**config.mk**
```make
export PLATFORM = sky130hd
export DESIGN_NAME = front_end
export DESIGN_NICKNAME = d
export VERILOG_FILES = /design/src/frontend_pkg.sv /design/src/front_end_config.sv /design/src/branch_predictor.sv /design/src/pc_gen.sv /design/src/fetch_stage.sv /design/src/front_end.sv
export SDC_FILE = /design/constraint.sdc
export NUM_CORES = 2
export LEC_CHECK = 0
export ABC_CLOCK_PERIOD_IN_PS = 7940
export BUFFER_PORTS_ARGS = -buffer_cell sky130_fd_sc_hd__buf_2
export CAP_MARGIN = 20
export CORE_MARGIN = 1.5
export CORE_UTILIZATION = 30
export DETAILED_ROUTE_END_ITERATION = 10
export SLEW_MARGIN = 25
export SYNTH_ARGS = -nofsm -noshare
export SYNTH_HDL_FRONTEND = slang
export SYNTH_HIERARCHICAL = 1
export SYNTH_SLANG_ARGS = --single-unit
export TNS_END_PERCENT = 50
```
**constraint.sdc**
```tcl
create_clock -name clk_i -period 7.94 [get_ports clk_i]
set_input_delay 1.588 -clock clk_i [delete_from_list [all_inputs] [get_ports clk_i]]
set_output_delay 1.588 -clock clk_i [all_outputs]
set_load 0.01 [all_outputs]
```
**src/frontend_pkg.sv**
```systemverilog
package frontend_pkg;

    // datapath and address width
    localparam int XLEN = 32;

    // predictor table geometry
    localparam int PRED_ENTRIES = 32;
    localparam int PRED_IDX_W   = 5;                     // pc[5:1]
    localparam int TAG_W        = XLEN - PRED_IDX_W - 1; // pc[31:6]

    // reset values
    localparam logic [XLEN-1:0] RESET_PC      = 32'h0000_0000;
    localparam logic [XLEN-1:0] RESET_HANDLER = 32'h0000_0100;

    // pc increments
    localparam logic [XLEN-1:0] INSTR_LEN_FULL = 32'd4;
    localparam logic [XLEN-1:0] INSTR_LEN_COMP = 32'd2;

    // 2-bit saturating counter where msb set means taken
    typedef enum logic [1:0] {
        STRONG_NOT_TAKEN = 2'b00,
        WEAK_NOT_TAKEN   = 2'b01,
        WEAK_TAKEN       = 2'b10,
        STRONG_TAKEN     = 2'b11
    } pred_state_e;

    // configuration register map
    typedef enum logic {
        CFG_HANDLER = 1'b0, // exception handler address
        CFG_CONTROL = 1'b1  // bit 0 predictor enable
    } cfg_addr_e;

endpackage : frontend_pkg

```
**src/front_end_config.sv**
```systemverilog
`timescale 1ns/1ps

module front_end_config (
    input  logic                          clk_i,
    input  logic                          rst_n_i,
    input  logic                          cfg_we_i,
    input  logic                          cfg_addr_i,
    input  logic [frontend_pkg::XLEN-1:0] cfg_wdata_i,
    output logic [frontend_pkg::XLEN-1:0] cfg_rdata_o,
    output logic [frontend_pkg::XLEN-1:0] handler_pc_o,
    output logic                          pred_enable_o
);

    import frontend_pkg::*;

    logic [XLEN-1:0] handler_q;
    logic            pred_enable_q;
    cfg_addr_e       addr;

    assign addr = cfg_addr_e'(cfg_addr_i);

    always_ff @(posedge clk_i) begin : cfg_regs
        if (!rst_n_i) begin
            handler_q     <= RESET_HANDLER;
            pred_enable_q <= 1'b1;                 // predictor on out of reset
        end else if (cfg_we_i) begin
            case (addr)
                CFG_HANDLER: handler_q     <= cfg_wdata_i;
                CFG_CONTROL: pred_enable_q <= cfg_wdata_i[0];
                default: ;                         // unmapped address dropped
            endcase
        end
    end : cfg_regs

    // readback mux
    always_comb begin
        case (addr)
            CFG_HANDLER: cfg_rdata_o = handler_q;
            CFG_CONTROL: cfg_rdata_o = {{(XLEN-1){1'b0}}, pred_enable_q};
            default:     cfg_rdata_o = '0;
        endcase
    end

    assign handler_pc_o  = handler_q;
    assign pred_enable_o = pred_enable_q;

endmodule : front_end_config

```
**src/branch_predictor.sv**
```systemverilog
`timescale 1ns/1ps

module branch_predictor (
    input  logic                          clk_i,
    input  logic                          rst_n_i,
    input  logic [frontend_pkg::XLEN-1:0] pc_i,
    input  logic                          pred_enable_i,
    input  logic                          executed_i,
    input  logic                          branch_i,
    input  logic                          jump_i,
    input  logic                          taken_i,
    input  logic [frontend_pkg::XLEN-1:0] instr_address_i,
    input  logic [frontend_pkg::XLEN-1:0] branch_target_addr_i,
    output logic                          predict_taken_o,
    output logic [frontend_pkg::XLEN-1:0] predict_target_o,
    output logic                          mispredicted_o
);

    import frontend_pkg::*;

    pred_state_e     counter_q    [PRED_ENTRIES];
    logic            btb_valid_q  [PRED_ENTRIES];
    logic [TAG_W-1:0] btb_tag_q   [PRED_ENTRIES];
    logic [XLEN-1:0] btb_target_q [PRED_ENTRIES];

    logic [PRED_IDX_W-1:0] fetch_idx, res_idx;
    logic [TAG_W-1:0]      fetch_tag, res_tag;
    logic                  fetch_hit, res_hit, res_predict, resolved;
    pred_state_e           res_counter, next_counter;

    // lookup for the pc being fetched
    assign fetch_idx = pc_i[PRED_IDX_W:1];
    assign fetch_tag = pc_i[XLEN-1:PRED_IDX_W+1];
    assign fetch_hit = btb_valid_q[fetch_idx] & (btb_tag_q[fetch_idx] == fetch_tag);

    assign predict_taken_o  = pred_enable_i & fetch_hit
                            & (counter_q[fetch_idx] inside {WEAK_TAKEN, STRONG_TAKEN});
    assign predict_target_o = btb_target_q[fetch_idx];

    // same lookup for the resolving instruction on the table before update
    assign res_idx     = instr_address_i[PRED_IDX_W:1];
    assign res_tag     = instr_address_i[XLEN-1:PRED_IDX_W+1];
    assign res_hit     = btb_valid_q[res_idx] & (btb_tag_q[res_idx] == res_tag);
    assign res_counter = counter_q[res_idx];
    assign res_predict = pred_enable_i & res_hit
                       & (res_counter inside {WEAK_TAKEN, STRONG_TAKEN});

    assign resolved = executed_i & (branch_i | jump_i);

    // wrong direction, or right direction with a stale target
    assign mispredicted_o = resolved & ((res_predict != taken_i)
                          | (res_predict & taken_i
                             & (btb_target_q[res_idx] != branch_target_addr_i)));

    always_comb begin
        next_counter = res_counter;
        if (jump_i) begin
            next_counter = STRONG_TAKEN;           // jumps always go
        end else if (taken_i) begin
            case (res_counter)
                STRONG_NOT_TAKEN: next_counter = WEAK_NOT_TAKEN;
                WEAK_NOT_TAKEN:   next_counter = WEAK_TAKEN;
                default:          next_counter = STRONG_TAKEN;
            endcase
        end else begin
            case (res_counter)
                STRONG_TAKEN: next_counter = WEAK_TAKEN;
                WEAK_TAKEN:   next_counter = WEAK_NOT_TAKEN;
                default:      next_counter = STRONG_NOT_TAKEN;
            endcase
        end
    end

    always_ff @(posedge clk_i) begin : counter_table
        if (!rst_n_i) begin
            for (int i = 0; i < PRED_ENTRIES; i++) begin
                counter_q[i]   <= WEAK_NOT_TAKEN;
                btb_valid_q[i] <= 1'b0;
            end
        end else if (resolved) begin
            counter_q[res_idx] <= next_counter;
            if (taken_i) begin
                btb_valid_q[res_idx] <= 1'b1;
            end
        end
    end : counter_table

    // tag and target storage
    always_ff @(posedge clk_i) begin : btb_payload
        if (resolved & taken_i) begin
            btb_tag_q[res_idx]    <= res_tag;
            btb_target_q[res_idx] <= branch_target_addr_i;
        end
    end : btb_payload

endmodule : branch_predictor

```
**src/pc_gen.sv**
```systemverilog
`timescale 1ns/1ps

module pc_gen (
    input  logic                          clk_i,
    input  logic                          rst_n_i,
    input  logic                          stall_i,
    input  logic                          fetch_wait_i,
    input  logic                          fetch_valid_i,
    input  logic                          compressed_i,
    input  logic                          exception_i,
    input  logic [frontend_pkg::XLEN-1:0] handler_pc_i,
    input  logic                          mispredicted_i,
    input  logic                          taken_i,
    input  logic                          res_compressed_i,
    input  logic [frontend_pkg::XLEN-1:0] instr_address_i,
    input  logic [frontend_pkg::XLEN-1:0] branch_target_addr_i,
    input  logic                          predict_taken_i,
    input  logic [frontend_pkg::XLEN-1:0] predict_target_i,
    output logic [frontend_pkg::XLEN-1:0] pc_o
);

    import frontend_pkg::*;

    logic [XLEN-1:0] pc_q;
    logic [XLEN-1:0] seq_pc;       // fall-through of the fetched word
    logic [XLEN-1:0] recover_pc;   // fall-through of the resolved instr

    assign seq_pc     = pc_q + (compressed_i ? INSTR_LEN_COMP : INSTR_LEN_FULL);
    assign recover_pc = instr_address_i
                      + (res_compressed_i ? INSTR_LEN_COMP : INSTR_LEN_FULL);

    always_ff @(posedge clk_i) begin : pc_register
        if (!rst_n_i) begin
            pc_q <= RESET_PC;
        end else if (!stall_i) begin
            if (exception_i) begin
                pc_q <= handler_pc_i;              // highest priority
            end else if (mispredicted_i) begin
                if (taken_i) begin
                    pc_q <= branch_target_addr_i;
                end else begin
                    pc_q <= recover_pc;
                end
            end else if (fetch_wait_i) begin
                pc_q <= pc_q;                      // memory busy
            end else if (fetch_valid_i) begin
                if (predict_taken_i) begin
                    pc_q <= predict_target_i;      // btb hit
                end else begin
                    pc_q <= seq_pc;
                end
            end
        end
    end : pc_register

    assign pc_o = pc_q;

endmodule : pc_gen

```
**src/fetch_stage.sv**
```systemverilog
`timescale 1ns/1ps

module fetch_stage (
    input  logic                          clk_i,
    input  logic                          rst_n_i,
    input  logic                          stall_i,
    input  logic                          flush_i,
    input  logic                          mispredicted_i,
    input  logic                          exception_i,
    input  logic                          fetch_wait_i,
    input  logic                          fetch_valid_i,
    input  logic [frontend_pkg::XLEN-1:0] fetch_instruction_i,
    input  logic [frontend_pkg::XLEN-1:0] pc_i,
    output logic                          fetch_o,
    output logic [frontend_pkg::XLEN-1:0] fetch_address_o,
    output logic                          compressed_o,
    output logic [frontend_pkg::XLEN-1:0] instr_o,
    output logic [frontend_pkg::XLEN-1:0] instr_pc_o,
    output logic                          instr_valid_o,
    output logic                          instr_compressed_o
);

    logic redirect;
    logic valid_q;

    assign redirect = flush_i | mispredicted_i | exception_i;

    // no request for a pc that is about to be replaced
    assign fetch_o         = !stall_i & !fetch_wait_i & !redirect;
    assign fetch_address_o = pc_i;

    // 32-bit encodings have both low bits set
    assign compressed_o = (fetch_instruction_i[1:0] != 2'b11);

    always_ff @(posedge clk_i) begin : stage_valid
        if (!rst_n_i) begin
            valid_q <= 1'b0;
        end else if (redirect) begin
            valid_q <= 1'b0;                       // drop in-flight word
        end else if (!stall_i) begin
            valid_q <= fetch_valid_i;
        end
    end : stage_valid

    always_ff @(posedge clk_i) begin : stage_payload
        if (!stall_i && fetch_valid_i) begin
            instr_o            <= fetch_instruction_i;
            instr_pc_o         <= pc_i;
            instr_compressed_o <= compressed_o;
        end
    end : stage_payload

    assign instr_valid_o = valid_q;

endmodule : fetch_stage

```
**src/front_end.sv**
```systemverilog
`timescale 1ns/1ps

module front_end (
    input  logic                          clk_i,
    input  logic                          rst_n_i,
    input  logic                          stall_i,
    input  logic                          flush_i,
    input  logic                          exception_i,
    // instruction memory
    output logic                          fetch_o,
    output logic [frontend_pkg::XLEN-1:0] fetch_address_o,
    input  logic                          fetch_valid_i,
    input  logic                          fetch_wait_i,
    input  logic [frontend_pkg::XLEN-1:0] fetch_instruction_i,
    // resolution from execute
    input  logic                          executed_i,
    input  logic                          branch_i,
    input  logic                          jump_i,
    input  logic                          taken_i,
    input  logic                          compressed_i,
    input  logic [frontend_pkg::XLEN-1:0] instr_address_i,
    input  logic [frontend_pkg::XLEN-1:0] branch_target_addr_i,
    output logic                          mispredicted_o,
    // configuration
    input  logic                          cfg_we_i,
    input  logic                          cfg_addr_i,
    input  logic [frontend_pkg::XLEN-1:0] cfg_wdata_i,
    output logic [frontend_pkg::XLEN-1:0] cfg_rdata_o,
    // fetched instruction
    output logic [frontend_pkg::XLEN-1:0] instr_o,
    output logic [frontend_pkg::XLEN-1:0] instr_pc_o,
    output logic                          instr_valid_o,
    output logic                          instr_compressed_o
);

    import frontend_pkg::*;

    logic [XLEN-1:0] handler_pc, pc, predict_target;
    logic            pred_enable, predict_taken, fetch_compressed;

    front_end_config i_config (
        .clk_i         ( clk_i       ),
        .rst_n_i       ( rst_n_i     ),
        .cfg_we_i      ( cfg_we_i    ),
        .cfg_addr_i    ( cfg_addr_i  ),
        .cfg_wdata_i   ( cfg_wdata_i ),
        .cfg_rdata_o   ( cfg_rdata_o ),
        .handler_pc_o  ( handler_pc  ),
        .pred_enable_o ( pred_enable )
    );

    branch_predictor i_predictor (
        .clk_i                ( clk_i                ),
        .rst_n_i              ( rst_n_i              ),
        .pc_i                 ( pc                   ),
        .pred_enable_i        ( pred_enable          ),
        .executed_i           ( executed_i           ),
        .branch_i             ( branch_i             ),
        .jump_i               ( jump_i               ),
        .taken_i              ( taken_i              ),
        .instr_address_i      ( instr_address_i      ),
        .branch_target_addr_i ( branch_target_addr_i ),
        .predict_taken_o      ( predict_taken        ),
        .predict_target_o     ( predict_target       ),
        .mispredicted_o       ( mispredicted_o       )
    );

    pc_gen i_pc_gen (
        .clk_i                ( clk_i                ),
        .rst_n_i              ( rst_n_i              ),
        .stall_i              ( stall_i              ),
        .fetch_wait_i         ( fetch_wait_i         ),
        .fetch_valid_i        ( fetch_valid_i        ),
        .compressed_i         ( fetch_compressed     ),
        .exception_i          ( exception_i          ),
        .handler_pc_i         ( handler_pc           ),
        .mispredicted_i       ( mispredicted_o       ),
        .taken_i              ( taken_i              ),
        .res_compressed_i     ( compressed_i         ),
        .instr_address_i      ( instr_address_i      ),
        .branch_target_addr_i ( branch_target_addr_i ),
        .predict_taken_i      ( predict_taken        ),
        .predict_target_i     ( predict_target       ),
        .pc_o                 ( pc                   )
    );

    fetch_stage i_fetch (
        .clk_i               ( clk_i               ),
        .rst_n_i             ( rst_n_i             ),
        .stall_i             ( stall_i             ),
        .flush_i             ( flush_i             ),
        .mispredicted_i      ( mispredicted_o      ),
        .exception_i         ( exception_i         ),
        .fetch_wait_i        ( fetch_wait_i        ),
        .fetch_valid_i       ( fetch_valid_i       ),
        .fetch_instruction_i ( fetch_instruction_i ),
        .pc_i                ( pc                  ),
        .fetch_o             ( fetch_o             ),
        .fetch_address_o     ( fetch_address_o     ),
        .compressed_o        ( fetch_compressed    ),
        .instr_o             ( instr_o             ),
        .instr_pc_o          ( instr_pc_o          ),
        .instr_valid_o       ( instr_valid_o       ),
        .instr_compressed_o  ( instr_compressed_o  )
    );

endmodule : front_end

```
==> results.md <==
- Run status: finished, violations left
- Failing checks: design-rule violations
- Vias per Instance: 5.92
- Drt wl/cell: 34.6 um
- Critical Path Source Type: primary input
- Final nets: 5967
- R2R cell count: 13
- Worst hold path depth: 2
- Top Ports: roughly 270
- Iter 0 DRT Violations: approximately 9500
- Total gr overflow: 0
- Final period util: 97.8%
- Floorplan core area: 324000 um2
- Max-slew violations: 0
- Post-route cell area: approximately 110000 um2
- Leakage: 36.2 nW
- Async SR Flop Fraction: 0%
- Synth Net Count: 5591
- Critical path type: primary input to output pin
- Yosys Warn Count: 6
- Average footprint of a synthesized cell: 17.9 um2
- Max Freq: about 130 MHz
- Worst path top cell family by delay: simple AND/OR/NAND/NOR gates
- Clk Latency, worst-skew pair: slightly below 1 ns
- Antenna violations before repair: 47
- Final HPWL from detailed placement: 218000 um
- Sw Share: 24.4%
- Minimum clock period: 7.77 ns
- Die Span Y: 574 um
- Max clock buf depth: 4
- Share of post-route cells with drive strength above 1: 31.3%
- Critical Path, Cell by Cell: buf_8 -> buf_12 -> buf_4 -> mux2i_1 -> o22ai_1 -> nor4_1 -> a21oi_1 -> nor4_1 -> nand4_1 -> nor4_2 -> buf_4 -> o21ai_4 -> or3_4 -> nor3_1 -> buf_2
- DRC Markers: 14
- Setup TNS: 0 ns
- Share of power burned in registers: between 40% and 50%
- Cell row count: 209
- First-pass GRT wire length: between 400000 and 500000 um
- Total CTS buffers: 227
- Post-synthesis cell count: about 5400
- Die width: 574 um
- Routed WL: 358000 um
- Routability cong.: 0.899
- PD cells: 224 nW/um2
- Total number of vias: 61346
- Total clock sinks: 2083
- Area after DPL: 106000 um2
- Comb pwr share: 9.7%
- Share of total power in the clock network: 42.1%
- Post-synthesis sequential area ratio: about 63%
- Total Routing Usage GR: between 20% and 30%
- Antenna Violating Nets Remaining: 0
- Syn-to-layout area delta: 16.2%
- Slew at the pin closest to its max-slew limit: 1.10 ns
- Worst relative slew slack: around a quarter
- Cell-internal power: 0.0192 W
- Root Buffer: clkbuf_16
- Vias in the first global route: 60691
- Place WS: ~0.064 ns
- DIE AREA: 329000 um2
- RSZ-0062 raised after global routing: no
- Largest net degree at the start of global routing: 90
- Post-synth EDFFs: 1985
- Post-Layout Cell Count: approximately 10000
- Arr. time, crit path: 6.18 ns
- Postcts setup bufs: 0
- PnR worst setup slack: 0.175 ns
- TritonRoute pass-1 iters: 9
- Final setup fails: 0
- Placed insts: slightly below 10000
- Req. time, crit path: 6.35 ns
- Crit Path Max Fanout: 40
- Seq cells post-synth: 2083
- Clock Skews: 0.149 ns
- Max IR drop VDD: 0.000202 V
- Psw: 0.00619 W
- Critical path buffers and inverters: 5
- Worst min path class: flop to flop
- IO Port Bufs: 273
- Nature of the critical path endpoint: output pin
- Yosys cell types: 84
- CTS H-Tree Depth: 4
- Main synth FF type: edfxtp_1
- Worst path depth: 15
- Clock-pin slew on the worst setup and hold paths: 0.06 ns
- Area of the mapped netlist: 97700 um2
- Final hold vios: 0
- Max_cap viols: 0
- CTS tree: done
- Max incr delay on CP: 0.54 ns
- Initial Util: between 30% and 40%
- CP max-delay cell: nor4_1
sequential cells by signal (all words and copies together) (netlist names):
| register | flops |
|---|---|
| i_predictor/btb_tag_q | 832 |
| i_fetch/instr_o | 32 |
| i_fetch/instr_pc_o | 32 |
| i_fetch/instr_compressed_o | 1 |
| i_config/pred_enable_o | 1 |
| i_predictor/btb_valid_q | 32 |
| i_pc_gen/pc_o | 32 |
| i_fetch/instr_valid_o | 1 |
| i_predictor/counter_q | 64 |
| i_config/handler_pc_o | 32 |
| i_predictor/btb_target_q | 1024 |
timing repair:
action	4_1_cts	5_1_grt
endpoints found under the setup margin	0	1
hold buffers	0	0
gates resized for setup	0	4
per-layer routing:
metal | global-route usage, % | share of wire [%]
met3 | 4.65 | 11
met5 | 0 | 0.037
met1 | 27.6 | 37
met2 | 33.9 | 47
met4 | 9.62 | 5.1
cell type report:
type                       instances  area (um2)
fill                           30218      210000
clock inverter                   129        1380
multi-input combinational       2890       34200
tap                             4325        5410
timing repair buffer             597        4720
sequential                      2083       61600
inverter                          19        71.3
clock buffer                     292        6060
antenna                           24        60.1
power by group through the flow:
stage               sequential, W  clock [W]  combinational (W)
finish                     0.0122     0.0107            0.00247
global route               0.0122     0.0112            0.00256
CTS                        0.0122     0.0108            0.00244
detailed placement         0.0125          0            0.00243
global placement           0.0125          0            0.00242
floorplan                  0.0124          0            0.00146
worst paths after layout:
path	slack, ns	to	start
worst min register to register	0.47	i_config/handler_pc_o[31]	i_config/handler_pc_o[31]
worst max register to register	1.54	i_pc_gen/pc_o[0]	i_pc_gen/pc_o[2]
worst max-delay path	0.17	fetch_o	instr_address_i[2]
worst min-delay path	0.47	i_config/handler_pc_o[31]	i_config/handler_pc_o[31]
cells in the mapped netlist (all sizes together), types with 7 or more instances:
| master | instances | area [um2] |
|---|---|---|
| nor4 | 78 | 509 |
| nand2b | 14 | 87.6 |
| o21ai | 98 | 490 |
| or3 | 11 | 73.8 |
| o31ai | 7 | 52.6 |
| a221oi | 17 | 161 |
| nand3 | 55 | 285 |
| edfxtp | 1985 | 59600 |
| and4 | 7 | 61.3 |
| nand4 | 61 | 397 |
| or4 | 18 | 135 |
| o211ai | 21 | 163 |
| o22ai | 271 | 1700 |
| xnor2 | 39 | 342 |
| nor3 | 52 | 277 |
| a21oi | 56 | 280 |
| xor2 | 56 | 490 |
| nor2b | 39 | 251 |
| buf | 287 | 1590 |
| and3 | 34 | 213 |
| mux4 | 816 | 18400 |
| a211oi | 18 | 140 |
| a22oi | 75 | 563 |
| nor2 | 88 | 330 |
| o21a | 37 | 278 |
| mux2 | 42 | 473 |
| inv | 18 | 67.6 |
| or2 | 19 | 119 |
| dfxtp | 98 | 1960 |
| clkbuf | 163 | 612 |
| nand2 | 155 | 582 |
| mux2i | 607 | 6080 |
per-stage QoR:
stage	hold slack (ns)	utilization, %	power [W]
6_report	0.473	35.0	0.0254
5_1_grt	0.490	35.0	0.0260
4_1_cts	0.475	35.0	0.0255
3_5_place_dp	0.467	32.7	0.0149
3_3_place_gp	0.457	32.7	0.0149
2_1_floorplan	0.425	-	0.0139
worst reg2reg max path: stages, from the launching register on:
cell	delay (ns)
dfxtp_4	0.89
buf_4	0.76
mux4_2	0.46
mux4_2	0.48
mux2i_1	0.58
xnor2_1	0.21
nor4_1	0.42
nand3_1	0.23
nor4_4	0.30
buf_4	0.35
nor2b_2	0.87
a221o_1	0.43
o211ai_1	0.15
a21oi_1	0.17
cells by family (layout without fill, tap and decap cells):
logic type      Yosys count  after routing  share of synthesized area [%]
xor+xnor                 95             95                          0.852
other cells               0             24                              0
flops                  2083           2083                           63.0
buf+inv                 469           1037                           2.33
fa+ha+maj                 9              9                          0.126
simple gates            669            669                           3.75
compound gates          652            652                           4.38
mux                    1465           1465                           25.5
cells in the final DEF, fill, tap and decap left out, types with 20 or more instances in the layout:
cell and count:
nand3_1 53, o21a_1 37, xor2_1 56, o22ai_1 271
o211ai_1 20, buf_4 255, mux4_2 816, edfxtp_1 1985
nor2_4 34, a21oi_1 56, bufinv_16 20, nor2b_1 36
clkinv_1 40, nand4_1 60, and3_1 34, mux2_2 42
nor2_1 51, diode_2 24, nor3_1 50, buf_12 66
mux2i_1 605, clkbuf_1 53, clkbuf_16 228, a22oi_1 75
o21ai_0 94, buf_2 268, xnor2_1 39, dfxtp_1 93
nand2_1 155, nor4_1 74, clkinv_2 40
Note: power is estimated with default switching activity, not from simulation.
